$ cat src/logic/cpu_settings.svh
`ifndef CPU_SETTINGS_SVH
`define CPU_SETTINGS_SVH

// instruction word width
`define WIDTH_INSTR 32

// GPR address width
`define WIDTH_REG 5

// width of Tuse and Tnew counts
`define WIDTH_T 3

// Tuse for an operand that is never read, larger than any real Tnew
`define TUSE_INF 3'd7

// exception code width, zero = no exception
`define WIDTH_EXC 5

`endif
$ cat src/logic/pipeCtrlPkg.sv
`default_nettype none

`include "cpu_settings.svh"

package pipeCtrlPkg;

    // redirect request coming from CP0
    typedef enum logic [1:0] {
        KCTRL_NONE  = 2'd0,
        KCTRL_KTEXT = 2'd1,   // exception entry
        KCTRL_ERET  = 2'd2    // return from handler
    } kctrlT;

    // what we keep about an instruction sitting in EX or MEM
    typedef struct packed {
        logic [`WIDTH_REG-1:0] destReg;  // zero = writes nothing
        logic [`WIDTH_T-1:0]   tnew;     // cycles left until result ready
        logic [31:0]           pc;
        logic [`WIDTH_EXC-1:0] exc;
    } stageRecT;

endpackage

`default_nettype wire

$ cat src/logic/instrPkg.sv
`default_nettype none

package instrPkg;

    // decoded instruction, one value per supported op
    typedef enum logic [3:0] {
        OP_NOP,     // all-zero word or anything unrecognized
        OP_ADDU,
        OP_SUBU,
        OP_SLL,
        OP_ORI,
        OP_LUI,
        OP_LW,
        OP_SW,
        OP_BEQ,
        OP_JAL,
        OP_JR,
        OP_MULT,
        OP_MFLO,
        OP_MTC0,
        OP_MFC0,
        OP_ERET
    } opcodeT;

    // function class, drives the Tuse/Tnew lookup
    typedef enum logic [3:0] {
        CALC_R,
        CALC_I,
        MEM_READ,
        MEM_WRITE,
        BRANCH,
        JUMP,
        MULTDIV,
        CP0,
        NONE
    } funcT;

endpackage

`default_nettype wire

$ cat src/logic/stageIf.sv
`timescale 1ns/1ps
`default_nettype none

interface stageIf;
    import pipeCtrlPkg::*;

    stageRecT exRec;
    stageRecT memRec;

    // tracker owns the records
    modport track (
        output exRec,
        output memRec
    );

    // controller only looks at them
    modport ctrl (
        input exRec,
        input memRec
    );

endinterface

`default_nettype wire

$ cat src/logic/pipeCtrlTop.sv
`timescale 1ns/1ps
`default_nettype none

`include "cpu_settings.svh"

module pipeCtrlTop (
    input  logic                    clk,
    input  logic                    rstN,
    input  logic [`WIDTH_INSTR-1:0] instrId,
    input  logic [31:0]             pcIf,
    input  logic [31:0]             pcId,
    input  logic [`WIDTH_EXC-1:0]   excId,
    input  pipeCtrlPkg::kctrlT      kctrl,
    input  logic                    mdBusy,
    output logic                    stallPc,
    output logic                    stallId,
    output logic                    clrId,
    output logic                    clrEx,
    output logic                    clrMem,
    output logic                    clrWb,
    output logic                    disMultDiv,
    output logic                    disDm,
    output logic [31:0]             macroPc,
    output logic [`WIDTH_T-1:0]     tnewId
);
    import instrPkg::*;

    opcodeT                opcode;
    funcT                  funcId;
    logic [`WIDTH_REG-1:0] addrRs;
    logic [`WIDTH_REG-1:0] addrRt;
    logic [`WIDTH_REG-1:0] destId;
    logic [`WIDTH_T-1:0]   tuseRs;
    logic [`WIDTH_T-1:0]   tuseRt;

    stageIf stages ();

    instrClassifier uClassifier (
        .instr   (instrId),
        .opcode  (opcode),
        .func    (funcId),
        .addrRs  (addrRs),
        .addrRt  (addrRt),
        .destReg (destId)
    );

    tuseTnewTable uTable (
        .opcode (opcode),
        .func   (funcId),
        .tuseRs (tuseRs),
        .tuseRt (tuseRt),
        .tnewId (tnewId)
    );

    // clear outputs feed back into the stage registers
    stageTracker uTracker (
        .clk    (clk),
        .rstN   (rstN),
        .destId (destId),
        .tnewId (tnewId),
        .pcId   (pcId),
        .excId  (excId),
        .clrEx  (clrEx),
        .clrMem (clrMem),
        .stages (stages.track)
    );

    pipelineControl uControl (
        .addrRs     (addrRs),
        .addrRt     (addrRt),
        .tuseRs     (tuseRs),
        .tuseRt     (tuseRt),
        .funcId     (funcId),
        .mdBusy     (mdBusy),
        .kctrl      (kctrl),
        .pcIf       (pcIf),
        .pcId       (pcId),
        .excId      (excId),
        .stages     (stages.ctrl),
        .stallPc    (stallPc),
        .stallId    (stallId),
        .clrId      (clrId),
        .clrEx      (clrEx),
        .clrMem     (clrMem),
        .clrWb      (clrWb),
        .disMultDiv (disMultDiv),
        .disDm      (disDm),
        .macroPc    (macroPc)
    );

endmodule

`default_nettype wire

$ cat src/logic/pipelineControl.sv
`timescale 1ns/1ps
`default_nettype none

`include "cpu_settings.svh"

module pipelineControl (
    input  logic [`WIDTH_REG-1:0] addrRs,
    input  logic [`WIDTH_REG-1:0] addrRt,
    input  logic [`WIDTH_T-1:0]   tuseRs,
    input  logic [`WIDTH_T-1:0]   tuseRt,
    input  instrPkg::funcT        funcId,
    input  logic                  mdBusy,
    input  pipeCtrlPkg::kctrlT    kctrl,
    input  logic [31:0]           pcIf,
    input  logic [31:0]           pcId,
    input  logic [`WIDTH_EXC-1:0] excId,
    stageIf.ctrl                  stages,
    output logic                  stallPc,
    output logic                  stallId,
    output logic                  clrId,
    output logic                  clrEx,
    output logic                  clrMem,
    output logic                  clrWb,
    output logic                  disMultDiv,
    output logic                  disDm,
    output logic [31:0]           macroPc
);
    import instrPkg::*;
    import pipeCtrlPkg::*;

    logic stallRs;
    logic stallRt;
    logic stallMd;
    logic stall;
    logic flush;

    // operand not ready in time from either tracked stage
    function automatic logic srcHazard(
        input logic [`WIDTH_REG-1:0] addr,
        input logic [`WIDTH_T-1:0]   tuse,
        input stageRecT              exR,
        input stageRecT              memR
    );
        logic exHit;
        logic memHit;
        exHit  = (exR.destReg == addr) && (exR.tnew > tuse);
        memHit = (memR.destReg == addr) && (memR.tnew > tuse);
        return (addr != '0) && (exHit || memHit);   // $0 is always ready
    endfunction

    assign stallRs = srcHazard(addrRs, tuseRs, stages.exRec, stages.memRec);
    assign stallRt = srcHazard(addrRt, tuseRt, stages.exRec, stages.memRec);
    assign stallMd = mdBusy && (funcId == MULTDIV);
    assign stall   = stallRs || stallRt || stallMd;

    assign flush = (kctrl == KCTRL_KTEXT) || (kctrl == KCTRL_ERET);

    // redirect wins over any stall
    assign stallPc    = stall && !flush;
    assign stallId    = stall && !flush;
    assign clrEx      = stall || flush;   // bubble on stall, kill on flush
    assign clrId      = flush;
    assign clrMem     = flush;
    assign clrWb      = flush;
    assign disMultDiv = flush;
    assign disDm      = flush;

    // oldest stage holding something real
    always_comb begin
        if (stages.memRec.pc != '0 || stages.memRec.exc != '0) begin
            macroPc = stages.memRec.pc;
        end else if (stages.exRec.pc != '0 || stages.exRec.exc != '0) begin
            macroPc = stages.exRec.pc;
        end else if (pcId != '0 || excId != '0) begin
            macroPc = pcId;
        end else begin
            macroPc = pcIf;   // zero when IF is empty too
        end
    end

endmodule

`default_nettype wire

$ cat src/logic/stageTracker.sv
`timescale 1ns/1ps
`default_nettype none

`include "cpu_settings.svh"

module stageTracker (
    input  logic                  clk,
    input  logic                  rstN,
    input  logic [`WIDTH_REG-1:0] destId,
    input  logic [`WIDTH_T-1:0]   tnewId,
    input  logic [31:0]           pcId,
    input  logic [`WIDTH_EXC-1:0] excId,
    input  logic                  clrEx,
    input  logic                  clrMem,
    stageIf.track                 stages
);
    import pipeCtrlPkg::*;

    stageRecT exNext;
    stageRecT memNext;

    // one stage closer to the result, never below zero
    function automatic logic [`WIDTH_T-1:0] ageT(input logic [`WIDTH_T-1:0] t);
        return (t == '0) ? '0 : t - 1'b1;
    endfunction

    always_comb begin
        if (clrEx) begin
            exNext = '0;   // bubble into EX
        end else begin
            exNext.destReg = destId;
            exNext.tnew    = ageT(tnewId);
            exNext.pc      = pcId;
            exNext.exc     = excId;
        end
    end

    always_comb begin
        if (clrMem) begin
            memNext = '0;
        end else begin
            memNext      = stages.exRec;
            memNext.tnew = ageT(stages.exRec.tnew);
        end
    end

    always_ff @(posedge clk or negedge rstN) begin
        if (!rstN) begin
            stages.exRec  <= '0;
            stages.memRec <= '0;
        end else begin
            stages.exRec  <= exNext;
            stages.memRec <= memNext;
        end
    end

endmodule

`default_nettype wire

$ cat src/logic/tuseTnewTable.sv
`timescale 1ns/1ps
`default_nettype none

`include "cpu_settings.svh"

module tuseTnewTable (
    input  instrPkg::opcodeT      opcode,
    input  instrPkg::funcT        func,
    output logic [`WIDTH_T-1:0]   tuseRs,
    output logic [`WIDTH_T-1:0]   tuseRt,
    output logic [`WIDTH_T-1:0]   tnewId
);
    import instrPkg::*;

    localparam logic [`WIDTH_T-1:0] T0   = 0;
    localparam logic [`WIDTH_T-1:0] T1   = 1;
    localparam logic [`WIDTH_T-1:0] T2   = 2;
    localparam logic [`WIDTH_T-1:0] T3   = 3;
    localparam logic [`WIDTH_T-1:0] TINF = `TUSE_INF;

    always_comb begin
        // nothing read, nothing produced unless listed below
        tuseRs = TINF;
        tuseRt = TINF;
        tnewId = T0;
        case (func)
            CALC_R: begin
                tuseRs = (opcode == OP_SLL) ? TINF : T1;  // shift takes shamt, not rs
                tuseRt = T1;
                tnewId = T2;
            end
            CALC_I: begin
                if (opcode == OP_LUI) begin
                    tnewId = T1;
                end else begin
                    tuseRs = T1;
                    tnewId = T2;
                end
            end
            MEM_READ: begin
                tuseRs = T1;   // address calc in EX
                tnewId = T3;
            end
            MEM_WRITE: begin
                tuseRs = T1;
                tuseRt = T2;   // store data only needed in MEM
            end
            BRANCH: begin
                tuseRs = T0;   // compared in ID
                tuseRt = T0;
            end
            JUMP: begin
                if (opcode == OP_JR) tuseRs = T0;
                if (opcode == OP_JAL) tnewId = T1;
            end
            MULTDIV: begin
                if (opcode == OP_MULT) begin
                    tuseRs = T1;
                    tuseRt = T1;
                end
                if (opcode == OP_MFLO) tnewId = T2;
            end
            CP0: begin
                if (opcode == OP_MTC0) tuseRt = T2;
                if (opcode == OP_MFC0) tnewId = T3;
            end
            default: ;
        endcase
    end

endmodule

`default_nettype wire

$ cat src/logic/instrClassifier.sv
`timescale 1ns/1ps
`default_nettype none

`include "cpu_settings.svh"

module instrClassifier (
    input  logic [`WIDTH_INSTR-1:0] instr,
    output instrPkg::opcodeT        opcode,
    output instrPkg::funcT          func,
    output logic [`WIDTH_REG-1:0]   addrRs,
    output logic [`WIDTH_REG-1:0]   addrRt,
    output logic [`WIDTH_REG-1:0]   destReg
);
    import instrPkg::*;

    localparam logic [5:0] OPC_SPECIAL = 6'b000000;
    localparam logic [5:0] OPC_COP0    = 6'b010000;
    localparam logic [5:0] OPC_ORI     = 6'b001101;
    localparam logic [5:0] OPC_LUI     = 6'b001111;
    localparam logic [5:0] OPC_LW      = 6'b100011;
    localparam logic [5:0] OPC_SW      = 6'b101011;
    localparam logic [5:0] OPC_BEQ     = 6'b000100;
    localparam logic [5:0] OPC_JAL     = 6'b000011;
    localparam logic [5:0] FN_ADDU     = 6'b100001;
    localparam logic [5:0] FN_SUBU     = 6'b100011;
    localparam logic [5:0] FN_SLL      = 6'b000000;
    localparam logic [5:0] FN_JR       = 6'b001000;
    localparam logic [5:0] FN_MULT     = 6'b011000;
    localparam logic [5:0] FN_MFLO     = 6'b010010;
    localparam logic [5:0] FN_ERET     = 6'b011000;   // under COP0 with CO set
    localparam logic [4:0] CP0_MF      = 5'b00000;
    localparam logic [4:0] CP0_MT      = 5'b00100;
    localparam logic [4:0] CP0_CO      = 5'b10000;
    localparam logic [`WIDTH_REG-1:0] REG_RA = 31;   // link register for JAL

    logic [5:0] opField;
    logic [5:0] fnField;
    logic [4:0] rdField;

    assign opField = instr[31:26];
    assign fnField = instr[5:0];
    assign rdField = instr[15:11];
    assign addrRs  = instr[25:21];
    assign addrRt  = instr[20:16];

    always_comb begin
        opcode = OP_NOP;
        case (opField)
            OPC_SPECIAL: begin
                case (fnField)
                    FN_ADDU: opcode = OP_ADDU;
                    FN_SUBU: opcode = OP_SUBU;
                    FN_SLL:  if (instr != '0) opcode = OP_SLL;  // zero word stays NOP
                    FN_JR:   opcode = OP_JR;
                    FN_MULT: opcode = OP_MULT;
                    FN_MFLO: opcode = OP_MFLO;
                    default: ;
                endcase
            end
            OPC_COP0: begin
                if (addrRs == CP0_MT) opcode = OP_MTC0;
                else if (addrRs == CP0_MF) opcode = OP_MFC0;
                else if (addrRs == CP0_CO && fnField == FN_ERET) opcode = OP_ERET;
            end
            OPC_ORI: opcode = OP_ORI;
            OPC_LUI: opcode = OP_LUI;
            OPC_LW:  opcode = OP_LW;
            OPC_SW:  opcode = OP_SW;
            OPC_BEQ: opcode = OP_BEQ;
            OPC_JAL: opcode = OP_JAL;
            default: ;
        endcase
    end

    // class and written register follow from the opcode
    always_comb begin
        func    = NONE;
        destReg = '0;
        case (opcode)
            OP_ADDU, OP_SUBU, OP_SLL: begin
                func    = CALC_R;
                destReg = rdField;
            end
            OP_ORI, OP_LUI: begin
                func    = CALC_I;
                destReg = addrRt;
            end
            OP_LW: begin
                func    = MEM_READ;
                destReg = addrRt;
            end
            OP_SW:  func = MEM_WRITE;
            OP_BEQ: func = BRANCH;
            OP_JAL: begin
                func    = JUMP;
                destReg = REG_RA;
            end
            OP_JR:   func = JUMP;
            OP_MULT: func = MULTDIV;   // result goes to HI/LO, not a GPR
            OP_MFLO: begin
                func    = MULTDIV;
                destReg = rdField;
            end
            OP_MTC0, OP_ERET: func = CP0;
            OP_MFC0: begin
                func    = CP0;
                destReg = addrRt;
            end
            default: ;
        endcase
    end

endmodule

`default_nettype wire

$ cat config.mk
export PLATFORM = sky130hd
export DESIGN_NAME = pipeCtrlTop
export DESIGN_NICKNAME = d
export VERILOG_FILES = /design/src/logic/pipeCtrlPkg.sv /design/src/logic/instrPkg.sv /design/src/logic/stageIf.sv /design/src/logic/pipeCtrlTop.sv /design/src/logic/pipelineControl.sv /design/src/logic/stageTracker.sv /design/src/logic/tuseTnewTable.sv /design/src/logic/instrClassifier.sv
export VERILOG_INCLUDE_DIRS = /design/src /design/src/logic
export SDC_FILE = /design/constraint.sdc
export NUM_CORES = 1
export LEC_CHECK = 0
export ABC_CLOCK_PERIOD_IN_PS = 9000
export BUFFER_PORTS_ARGS = -buffer_cell sky130_fd_sc_hd__buf_4
export CAP_MARGIN = 10
export CORE_ASPECT_RATIO = 1.2
export CORE_MARGIN = 3
export CORE_UTILIZATION = 40
export CTS_CLUSTER_DIAMETER = 120
export CTS_CLUSTER_SIZE = 14
export DETAILED_ROUTE_END_ITERATION = 10
export PLACE_DENSITY = 0.75
export SYNTH_ARGS = -nofsm -noshare
export SYNTH_HDL_FRONTEND = slang
export SYNTH_SLANG_ARGS = --single-unit
$ cat constraint.sdc
create_clock -name clk -period 9 [get_ports clk]
set_clock_uncertainty 0.1 [all_clocks]
set_input_delay 1.35 -clock clk [delete_from_list [all_inputs] [get_ports clk]]
set_output_delay 1.35 -clock clk [all_outputs]
set_load 0.02 [all_outputs]
== After elaboration in Yosys (flattened, before gate mapping) ==
Cells that the tools add are included.

* Muxes and demuxes: 27
* Equality and inequality tests: 42
* Magnitude comparators: 4
* Reductions and logical operators: 42
* Add/subtract/negate cells: 2

{| class="wikitable"
|+ Operators by type and width
! operator !! count
|-
| $reduce_bool A32 Y1 || 4
|-
| $mux W32 || 3
|-
| $mux W45 || 2
|-
| $pmux W4 S8 || 2
|-
| $pmux W3 S6 || 2
|-
| $eq A4 B3 Y1 const B || 8
|-
| $eq A4 B4 Y1 const B || 8
|-
| $reduce_bool A5 Y1 || 5
|-
| $eq A6 B6 Y1 const B || 4
|-
| $pmux W4 S6 || 1
|-
| $mux W3 || 7
|-
| $eq A5 B5 Y1 || 4
|-
| $eq A6 B4 Y1 const B || 3
|-
| $eq A6 B5 Y1 const B || 3
|-
| $eq A4 B2 Y1 const B || 4
|-
| $pmux W3 S5 || 1
|-
| $pmux W5 S3 || 1
|-
| $gt A3 B3 Y1 || 4
|-
| $logic_not A6 Y1 || 2
|-
| $mux W4 || 3
|-
| $logic_and A1 B1 Y1 || 9
|-
| $logic_or A1 B1 Y1 || 9
|-
| $eq A4 B1 Y1 const B || 2
|-
| $mux W2 || 4
|-
| other kinds (15) || 22
|}

* Input port bits: 106
* Output and inout port bits: 43
* Flip-flop bits (word level): 90
* Logic and storage cells: 125

== Logic depth before layout (Yosys ltp) ==
Gate-level depths: netlist of run 1.

* Word-level depth: 20
* Depth in mapped cells: 21
* Mapped depth without buffers: 17

== Cells and area by module ==
From an unflattened synthesis of run 1, not the netlist that was laid out.

* Cells, all modules: 604
* Area, all modules: 6185.9 µm²

{| class="wikitable"
|+ Modules (own cells, without submodules)
! module !! cells each !! seq. area each (µm²) !! area each (µm²) !! times used
|-
| stageTracker || 200 || 2252.2 || 2970.3 || 1
|-
| pipelineControl || 260 || 0.0 || 2227.1 || 1
|-
| instrClassifier || 98 || 0.0 || 683.2 || 1
|-
| tuseTnewTable || 46 || 0.0 || 305.3 || 1
|}

== Worst setup path after synthesis of run 1 ==
OpenSTA, ideal clock, no wires.

* Path kind: in2out
* From: input port instrId[17]
* To: output port stallPc
* Path slack: 2721 ps
* Required time: 7550 ps
* Path buffers: 2
* Arrival: 4829 ps
* Stages: 19
* Cells stage by stage: or4_4 nand4bb_1 o311ai_2 a2111o_1 nand2_1 inv_1 a21bo_2 o211ai_1 nor2_1 a21oi_1 ha_1 nand2_1 nor2_1 a311oi_2 a311oi_2 nor3_4 buf_6 nor2_1 buf_4

* Word-level cells in the longest chain between the ends: 17
* Elaborated cells between the ends (all ways): 60
* Those cells by class: order compare: 4; eq/ne: 24; mux: 11; reduce/logical: 21

{| class="wikitable"
|+ RTL lines
! what !! RTL line !! text
|-
| from (decl) || pipeCtrlTop.sv:9 || <nowiki>input logic [`WIDTH_INSTR-1:0] instrId,</nowiki>
|-
| $reduce_bool A32 Y1 || instrClassifier.sv:53 || <nowiki>FN_SLL: if (instr != '0) opcode = OP_SLL;</nowiki>
|-
| $mux W2 || instrClassifier.sv:53 ||
|-
| $pmux W4 S6 || instrClassifier.sv:50 || <nowiki>case (fnField)</nowiki>
|-
| $pmux W4 S8 || instrClassifier.sv:48 || <nowiki>case (opField)</nowiki>
|-
| $eq A4 B4 Y1, or another cell as far along || tuseTnewTable.sv:64, instrClassifier.sv:79 ||
|-
| $reduce_or A3 Y1 (no source line) / $reduce_or A2 Y1 (equally long branches) || - ||
|-
| $pmux W4 S8 || instrClassifier.sv:79 || <nowiki>case (opcode)</nowiki>
|-
| $eq A4 B2 Y1 || tuseTnewTable.sv:26 || <nowiki>case (func)</nowiki>
|-
| $reduce_or A2 Y1 (no source line) || - ||
|-
| $pmux W3 S6 || tuseTnewTable.sv:26 ||
|-
| $gt A3 B3 Y1 (on tied branches) || pipelineControl.sv:46, pipelineControl.sv:47 ||
|-
| $logic_and A1 B1 Y1 (on tied branches) || pipelineControl.sv:46, pipelineControl.sv:47 ||
|-
| $logic_or A1 B1 Y1 || pipelineControl.sv:48 || <nowiki>return (addr != '0) && (exHit || memHit);</nowiki>
|-
| $logic_and A1 B1 Y1 || pipelineControl.sv:48 ||
|-
| $logic_or A1 B1 Y1 || pipelineControl.sv:54 || <nowiki>assign stall = stallRs || stallRt || stallMd;</nowiki>
|-
| $logic_or A1 B1 Y1 * || pipelineControl.sv:54 ||
|-
| $logic_and A1 B1 Y1 * || - ||
|-
| to (decl) || pipeCtrlTop.sv:15 || <nowiki>output logic stallPc,</nowiki>
|}

Every way passes the cells marked *; elsewhere a longest branch is shown, timed or not.

== Worst setup path after layout of run 1 ==
* From: input port instrId[17]
* To: output port stallId

* Word-level cells in the longest chain between the ends: 17
* Elaborated cells between the ends (all ways): 60
* Those cells by class: order compare: 4; eq/ne: 24; mux: 11; reduce/logical: 21

{| class="wikitable"
|+ RTL lines
! what !! RTL line !! text
|-
| $reduce_bool A32 Y1 || instrClassifier.sv:53 ||
|-
| $mux W2 || instrClassifier.sv:53 ||
|-
| $pmux W4 S6 || instrClassifier.sv:50 ||
|-
| $pmux W4 S8 || instrClassifier.sv:48 ||
|-
| $eq A4 B4 Y1, or another cell as far along || tuseTnewTable.sv:64, instrClassifier.sv:79 ||
|-
| $reduce_or A3 Y1 (no source line) / $reduce_or A2 Y1 (equally long branches) || - ||
|-
| $pmux W4 S8 || instrClassifier.sv:79 ||
|-
| $eq A4 B2 Y1 || tuseTnewTable.sv:26 ||
|-
| $reduce_or A2 Y1 (no source line) || - ||
|-
| $pmux W3 S6 || tuseTnewTable.sv:26 ||
|-
| $gt A3 B3 Y1 (on tied branches) || pipelineControl.sv:46, pipelineControl.sv:47 ||
|-
| $logic_and A1 B1 Y1 (on tied branches) || pipelineControl.sv:46, pipelineControl.sv:47 ||
|-
| $logic_or A1 B1 Y1 || pipelineControl.sv:48 ||
|-
| $logic_and A1 B1 Y1 || pipelineControl.sv:48 ||
|-
| $logic_or A1 B1 Y1 || pipelineControl.sv:54 ||
|-
| $logic_or A1 B1 Y1 * || pipelineControl.sv:54 ||
|-
| $logic_and A1 B1 Y1 * || pipelineControl.sv:60 || <nowiki>assign stallId = stall && !flush;</nowiki>
|-
| to (decl) || pipeCtrlTop.sv:16 || <nowiki>output logic stallId,</nowiki>
|}

Marked as above.

==> results of run 1 <==
## per-stage QoR
| stage | cells | hold slack [ns] | worst slack, ns | util (%) |
|---|---|---|---|---|
| 2_1_floorplan | 524 | 0.354 | 2.72 | - |
| 5_1_grt | 820 | 0.401 | 2.35 | 53.6 |
| 3_3_place_gp | 805 | 0.361 | 2.82 | 51.1 |
| 6_report | 820 | 0.378 | 2.57 | 53.6 |
| 3_5_place_dp | 805 | 0.372 | 2.62 | 51.1 |
| 4_1_cts | 820 | 0.386 | 2.61 | 53.6 |
## power by group through the flow
stage	sequential (mW)	clock [mW]	combinational, mW
after floorplan	0.452	0	0.108
after global placement	0.457	0	0.196
after detailed placement	0.458	0	0.201
after CTS	0.450	0.398	0.202
after global routing	0.453	0.412	0.219
final	0.450	0.388	0.200
## cells by family after synthesis
logic type | after synthesis | synth area share, %
mux | 3 | 0.615
compound gates | 132 | 18.6
buf+inv | 43 | 4.40
fa+ha+maj | 8 | 1.97
other cells | 1 | 0.0737
flops | 90 | 44.3
xor+xnor | 27 | 4.65
simple gates | 219 | 25.5
## cells in the final DEF (no fill, tap or decap), types with 3 or more instances in the layout
cell and n:
buf_4 153, dfrtp_1 90, and2_1 44, and3_1 40
a21oi_1 39, o21bai_1 33, nor4_1 32, a21o_1 32
nor2_1 26, nand2_1 22, xor2_1 17, nand3_1 13
inv_1 10, xnor2_1 9, clkbuf_16 9, ha_1 8
nor3_1 6, nand4_1 6, and3_2 6, a221o_1 5
o21ai_0 3, nand2b_1 3, a311oi_2 3
## worst reg2reg max path: cells and delay by family, from the launching register on
| family | cells | cell delay (ns) |
|---|---|---|
| and+or+nand+nor | 3 | 0.59 |
| buffers and inverters | 2 | 0.49 |
| DFF | 1 | 0.39 |
| adders and majority gates | 1 | 0.28 |
| AOI/OAI and AO/OA | 4 | 0.85 |
## worst min-delay path by stage
stage,to,slack [ns],cells past startpoint
after floorplan,uTracker.stages.memRec[2],0.35,1
after global placement,uTracker.stages.memRec[3],0.36,1
after detailed placement,uTracker.stages.memRec[3],0.37,1
after CTS,uTracker.stages.memRec[4],0.39,1
after global routing,uTracker.stages.memRec[4],0.40,1
final,uTracker.stages.memRec[3],0.38,1
## sequential cells by signal, summed over array words and instances (netlist names)
signal and count:
uTracker.stages.memRec 45, uTracker.stages.exRec 45
## routing by layer
metal	wire (um)	global-route usage, %	vias to the layer above	share of wire (%)
met1	5870	24.5	2175	41
met3	982	3.79	15	6.9
met5	0	0	-	0
met2	7120	35.1	180	50
li1	-	-	2158	-
met4	211	6.39	0	1.5
## final cells by class
class / instances / area (um2) / area share (%)
Clock inverter: 4 / 77.6 / 1.18
Timing Repair Buffer: 153 / 1150 / 17.4
Tap cell: 161 / 201 / 3.06
Sequential cell: 90 / 2250 / 34.2
Inverter: 10 / 37.5 / 0.570
Clock buffer: 11 / 233 / 3.54
Multi-Input combinational cell: 391 / 2630 / 40.0
==> metrics.txt, run 1 <==
flops & latches, synth=90; DR iter-0 viols=227; post-synth cell types=61; root buffer cell=clkbuf_16; H-tree depth=3; asr flop ratio synth=100%; Vias/cell=5.52; NetSw=268 uW; Slew @ Worst Pin=roughly 1.1 ns; Max Cap Viol=0; Comb pwr share=19.3%; Post-synth top cells=90 x dfrtp_1, 44 x and2_1, 40 x and3_1; Syn Inst Count=between 500 and 600; Crit. End Element=output port; WL final=14200 um; CTS tree=done; largest net degree at the start of global routing=90; DRT antenna net count=0; fmax=0.155 GHz; Power Total=1.04 mW; sequential share of the synthesized area=between 40% and 50%; top cell type's share of synthesized area=44.3%; fill count=1069; wire length per cell=roughly 17 um; YS warnings=0; Synth area leaders=dfrtp_1 44%, and2_1 5.4%, and3_1 4.9%; PD cells=~160 nW/um2; P_leak=3.33 nW; reg2reg start=uTracker.stages.exRec[37]; number of synthesized flops with an enable pin=0; Pins Over Slew Limit=0; minimum clock period after layout=6.43 ns; Die X=109 um; Fin. Hold Viols=0; most used cell, CP=nor2_1; Core Region=between 10000 and 15000 um2; hold path startpoint=uTracker.stages.exRec[3]; diode count=0; RSZ-0062 raised after global routing=false; IO Count=approximately 150; setup TNS=0 ns; Seq pwr share=43.4%; Pre-Repair DR Iteration Count=4; sum of buffers and inverters on the critical path=3; critical path cell sequence=buf_4, or4_4, nand4bb_1, o311ai_2, a2111o_1, nand2_1, inv_1, a21bo_2, o211ai_1, nor2_1, a21oi_1, ha_1, nand2_1, nor2_1, a311oi_2, a311oi_2, nor3_4, nor2_1, buf_4; CTS Buffer Depth=2; cts bufs inserted=9; Tcrit/Tclk final=a little under three quarters; Sw Ratio=between 20% and 30%; Synth Cell Area=just over 5000 um2; clk sinks=90; post-CTS sizing=0; Max-slew headroom=26.2%; CP Launch Point=instrId[17]; post-DP HPWL=10700 um; Critical Setup Path Class=input pin to output port; grt total ovfl=0; predominant post-synthesis flop cell=dfrtp_1; Post-CTS Setup Inserts=0; FF-to-FF End=uTracker.stages.exRec[38]; layout cell share with drive strength beyond 1=between 20 and 30%; Area after DPL=6270 um2; status=completed; FF-to-FF setup slack=6.19 ns; internal power=770 uW; Total Die Area=14100 um2; Clock Latency Late Sink=0.33 ns; via count=between 4000 and 5000; CP endpoint=stallId; worst hold path type=flip-flop to flip-flop; instance count on the critical path=19; Layout area overhead=29.4%; clock share of power=37.3%; gpl congestion=approximately 0.92; # setup viols final=0; initial core utilization=between 40% and 50%; Reg clk slew, reported paths=0.06 ns; CP Data Arrival Time=4.98 ns; initial antenna violation count=0; first-pass GRT wire length=22000 um; Mapped Avg Cell Area=between 9 and 10 um2; reg2reg path depth=10; All-Layer GR Usage=20.0%; die height=130 um; cell taking the most area after synthesis=dfrtp_1; std cell rows=44; CP delay by family, top=simple AND/OR/NAND/NOR gates; Max FO, Critical Path=7; Post-route DRC=0; Critical Path RT=between 7 and 8 ns; # nets final=769; IO buf count=~150; worst vdd ir=between 60 and 70 uV; vias in the first global route=about 4500; count leader, synth=dfrtp_1; Critical Path Source Type=input pin; critical path's largest stage delay=between 0.5 and 0.6 ns; hold_buf cts=0; Slowest-stage cell, CP=or4_4; final instance area=roughly 6600 um2
Note: power is estimated with default switching activity, not from simulation.
==> run 2, diff against run 1 <==
--- a/config.mk
+++ b/config.mk
@@ -6,7 +6,7 @@
 export SDC_FILE = /design/constraint.sdc
 export NUM_CORES = 1
 export LEC_CHECK = 0
-export ABC_CLOCK_PERIOD_IN_PS = 9000
+export ABC_CLOCK_PERIOD_IN_PS = 6700
 export BUFFER_PORTS_ARGS = -buffer_cell sky130_fd_sc_hd__buf_4
 export CAP_MARGIN = 10
 export CORE_ASPECT_RATIO = 1.2
==> constraint.sdc (replaced) <==
create_clock -name clk -period 6.7 [get_ports clk]
set_clock_uncertainty 0.1 [all_clocks]
set_input_delay 1.005 -clock clk [delete_from_list [all_inputs] [get_ports clk]]
set_output_delay 1.005 -clock clk [all_outputs]
set_load 0.02 [all_outputs]
==> run 2 against run 1 <==
Net effect: via count rose by 1.4%; die area did not move; sequential power rose by 34%; combinational power rose by 35%; largest power group unchanged; utilization fell by 0.18 points; non-clock buffer count fell by 1; critical path type unchanged; largest cell class unchanged; critical path depth did not move; sequential share of layout area rose by 0.12 points.
==> metrics.txt, run 2 (synthesis results as in run 1) <==
status=completed; Reg clk slew, reported paths=0.07 ns; Tcrit/Tclk final=84.6%; clk sinks=90; Slowest-stage cell, CP=or4_4; largest net degree at the start of global routing=91; All-Layer GR Usage=about a fifth; Die X=109 um; initial core utilization=41.4%; gpl congestion=0.897; CP delay by family, top=simple AND/OR/NAND/NOR gates; instance count on the critical path=19; post-DP HPWL=~11000 um; Comb pwr share=19.7%; CP Launch Point=instrId[17]; Max Cap Viol=0; most frequent cells in the layout=152 x buf_4, 90 x dfrtp_1, 44 x and2_1; minimum clock period after layout=about 5.7 ns; hold path startpoint=uTracker.stages.exRec[4]; root buffer cell=clkbuf_16; final setup margin=1.03 ns; most used cell, CP=nor2_1; grt total ovfl=0; via count=4593; worst vdd ir=161 uV; Max-slew headroom=26.1%; Clock Latency Late Sink=0.34 ns; Core Region=12300 um2; critical path cell sequence=buf_4, or4_4, nand4bb_1, o311ai_2, a2111o_1, nand2_1, inv_1, a21bo_2, o211ai_1, nor2_1, a21oi_1, ha_1, nand2_1, nor2_1, a311oi_2, a311oi_2, nor3_4, nor2_1, buf_4; DR iter-0 viols=188; Hold Path Sink=uTracker.stages.memRec[4]; post-CTS sizing=0; IO buf count=147; Layout area overhead=28.9%; Power Total=1.37 mW; # nets final=approximately 770; sum of buffers and inverters on the critical path=3; hold_buf cts=0; setup TNS=0 ns; # setup viols final=0; layout cell share with drive strength beyond 1=around 29%; fill count=1097; WL final=14500 um; worst hold path type=flip-flop to flip-flop; Seq pwr share=44.2%; FF-to-FF End=uTracker.stages.exRec[38]; hold_ws=about 0.38 ns; Critical Setup Path Class=input pin to output port; Critical Path RT=5.59 ns; Pins Over Slew Limit=0; Post-CTS Setup Inserts=0; Fin. Hold Viols=0; die height=around 130 um; CTS Buffer Depth=2; DRT antenna net count=0; internal power=~980 uW; cts bufs inserted=9; critical path's largest stage delay=0.53 ns; vias in the first global route=~4600; P_leak=3.32 nW; initial antenna violation count=0; Total Die Area=14100 um2; Sw Ratio=28.5%; CTS tree=done; Max FO, Critical Path=7; Pre-Repair DR Iteration Count=4; wire length per cell=17.7 um; std cell rows=44; diode count=0; Vias/cell=~5.6; IO Count=149; clock share of power=36.0%; Critical Path Source Type=input pin; reg2reg start=uTracker.stages.exRec[37]; FF-to-FF setup slack=roughly 3.8 ns; most common cell after layout, fill and taps aside=buf_4; PD cells=209 nW/um2; H-tree depth=3; CP Data Arrival Time=4.56 ns; fmax=0.176 GHz; Post-route DRC=0; DP Worst Slack=1.05 ns; Crit. End Element=output port; RSZ-0062 raised after global routing=false; first-pass GRT wire length=22500 um; reg2reg path depth=10; NetSw=389 uW; hold depth=1; Slew @ Worst Pin=1.11 ns; largest registers=uTracker.stages.exRec: 45 flops, uTracker.stages.memRec: 45 flops
## run 2: how the worst max path moves through the flow
| stage | endpoint | slack (ns) |
|---|---|---|
| finish | stallPc | 1.03 |
| global route | stallPc | 0.75 |
| CTS | stallPc | 1.04 |
| detailed placement | stallPc | 1.05 |
| global placement | stallPc | 1.22 |
| floorplan | stallPc | 1.11 |
## run 2: through the flow
step | area [um2] | utilization [%] | cells
after floorplan | 5090 | - | 524
after global placement | 6260 | 51.0 | 804
after detailed placement | 6260 | 51.0 | 804
after CTS | 6560 | 53.4 | 820
after global routing | 6560 | 53.4 | 820
final | 6560 | 53.4 | 820
## run 2: area by class of cell
class / count / area (um2) / share of cell area (%)
Clock buffer: 10 / 239 / 3.64
Clock inverter: 6 / 56.3 / 0.858
Inverter: 10 / 37.5 / 0.572
Multi-Input combinational cell: 391 / 2630 / 40.1
Sequential cell: 90 / 2250 / 34.3
Tap cell: 161 / 201 / 3.07
Timing Repair Buffer: 152 / 1140 / 17.4
## run 2: power groups by stage
stage / sequential [mW] / clock [mW] / combinational [mW]
final: 0.605 / 0.493 / 0.270
after global routing: 0.609 / 0.526 / 0.295
after CTS: 0.605 / 0.502 / 0.271
after detailed placement: 0.615 / 0 / 0.270
after global placement: 0.614 / 0 / 0.263
after floorplan: 0.607 / 0 / 0.145
## run 2: routing by layer
| metal | global-route usage (%) | routed length, um | up-vias |
|---|---|---|---|
| li1 | - | - | 2154 |
| met4 | 8.69 | 417 | 0 |
| met3 | 3.44 | 948 | 36 |
| met2 | 35.4 | 7180 | 196 |
| met5 | 0 | 0 | - |
| met1 | 24.8 | 6000 | 2207 |
==> run 3, diff against run 2 <==
--- a/config.mk
+++ b/config.mk
@@ -6,7 +6,7 @@
 export SDC_FILE = /design/constraint.sdc
 export NUM_CORES = 1
 export LEC_CHECK = 0
-export ABC_CLOCK_PERIOD_IN_PS = 6700
+export ABC_CLOCK_PERIOD_IN_PS = 5500
 export BUFFER_PORTS_ARGS = -buffer_cell sky130_fd_sc_hd__buf_4
 export CAP_MARGIN = 10
 export CORE_ASPECT_RATIO = 1.2
==> constraint.sdc (replaced) <==
create_clock -name clk -period 5.5 [get_ports clk]
set_clock_uncertainty 0.1 [all_clocks]
set_input_delay 0.825 -clock clk [delete_from_list [all_inputs] [get_ports clk]]
set_output_delay 0.825 -clock clk [all_outputs]
set_load 0.02 [all_outputs]
==> run 3 against run 2 <==
Net effect: non-clock buffer count is the same; design area up 0.36%; utilization rose by 0.19 points; sequential power is 22% higher; power up 25%; combinational power rose by 21%; routed wire length fell by 0.41%; global-route usage shrank 0.086 points; critical endpoint is now stallId; largest power group unchanged; highest routed layer unchanged.
==> metrics.txt, run 3 (synthesis results as in run 1) <==
diode count=0; Hold Path Sink=uTracker.stages.memRec[4]; Layout area overhead=29.4%; Reg clk slew, reported paths=0.06 ns; H-tree depth=3; Crit. End Element=output port; # nets final=768; hold_buf cts=0; All-Layer GR Usage=20.3%; # setup viols final=0; Max FO, Critical Path=7; DR iter-0 viols=between 150 and 200; most frequent cells in the layout=152 x buf_4, 90 x dfrtp_1, 44 x and2_1; P_leak=around 3.3 nW; Pins Over Slew Limit=0; Slew @ Worst Pin=1.09 ns; CP Data Arrival Time=4.34 ns; Post-route DRC=0; Critical Path Source Type=input pin; Post-CTS Setup Inserts=0; vias in the first global route=4522; gpl congestion=0.900; Critical Path RT=4.58 ns; Tcrit/Tclk final=~96%; IO buf count=147; worst vdd ir=approximately 120 uV; via count=4497; hold depth=1; worst hold path type=flip-flop to flip-flop; post-CTS sizing=0; IO Count=149; Clock Latency Late Sink=around 0.33 ns; initial antenna violation count=0; Core Util, Final=a little over half; CTS Buffer Depth=2; DRT antenna net count=0; Pre-Repair DR Iteration Count=4; setup TNS=0 ns; Critical Setup Path Class=input pin to output port; Fin. Hold Viols=0; largest registers=uTracker.stages.exRec: 45 flops, uTracker.stages.memRec: 45 flops; WL final=14500 um; FF-to-FF End=uTracker.stages.exRec[38]; most common cell after layout, fill and taps aside=buf_4; clk sinks=90; reg2reg start=uTracker.stages.exRec[37]; grt total ovfl=0; Power Total=1.71 mW; Total Die Area=14100 um2; FF-to-FF setup slack=between 2 and 3 ns; Core Region=roughly 12000 um2; reg2reg path depth=10; wire length per cell=17.7 um; root buffer cell=clkbuf_16; status=completed; placed insts=between 800 and 900; post-DP HPWL=11200 um; post-route insts no fill=approximately 800; cts bufs inserted=9; std cell rows=44; initial core utilization=approximately two fifths; largest net degree at the start of global routing=91; Max Cap Viol=0; first-pass GRT wire length=22300 um; fmax=around 0.19 GHz; layout cell share with drive strength beyond 1=29.5%; PD cells=260 nW/um2; RSZ-0062 raised after global routing=false; Max-slew headroom=between 20 and 30%; hold path startpoint=uTracker.stages.exRec[4]; minimum clock period after layout=5.26 ns; die height=between 100 and 150 um; CTS tree=done; Die X=109 um; Vias/cell=5.49
==> run 3: report_power, final <==
group	internal, mW	switching (mW)	leakage [nW]
Clock	0.398	0.250	0.152
Combinational	0.156	0.172	1.98
Sequential	0.706	0.0309	1.19
Total	1.26	0.452	3.32
==> run 3: cell type report <==
cell class	count	area, um2
Sequential cell	90	2250
Fill cell	1082	5690
Tap cell	161	201
Clock buffer	9	225
Clock inverter	6	90.1
Multi-Input combinational cell	391	2640
Inverter	10	37.5
Timing Repair Buffer	152	1140
==> run 3: critical path: stages <==
cell       delay [ns]
buf_4            0.13
or4_4            0.53
nand4bb_1        0.20
o311ai_2         0.31
a2111o_1         0.22
nand2_1          0.19
inv_2            0.14
a21bo_2          0.13
o211ai_1         0.09
nor2_1           0.16
a21oi_2          0.06
ha_1             0.35
nand2_1          0.07
nor2_1           0.12
a311oi_2         0.07
a311oi_2         0.36
nor3_4           0.07
nor2_1           0.13
buf_4            0.17
==> run 3: per-stage QoR <==
| step | instance area (um2) | setup WS (ns) | hold WS [ns] |
|---|---|---|---|
| after floorplan | 5090 | 0.271 | 0.354 |
| after global placement | 6260 | 0.354 | 0.363 |
| after detailed placement | 6260 | 0.219 | 0.369 |
| after CTS | 6580 | 0.213 | 0.380 |
| after global routing | 6580 | 0.0142 | 0.405 |
| final | 6580 | 0.239 | 0.376 |
==> run 3: worst max path at each step <==
stage | startpoint | endpoint | slack [ns] | cells past startpoint
finish | instrId[17] | stallId | 0.24 | 19
global route | instrId[29] | stallId | 0.01 | 18
CTS | instrId[17] | clrEx | 0.21 | 19
detailed placement | instrId[17] | clrEx | 0.22 | 19
global placement | instrId[17] | clrEx | 0.35 | 19
floorplan | instrId[17] | stallPc | 0.27 | 19
==> run 3: layer usage <==
layer,track usage (%),share of wire [%],up-vias
li1,-,-,2154
met1,24.9,40,2145
met2,35.6,51,175
met3,3.99,7.2,23
met4,6.39,1.8,0
met5,0,0,-
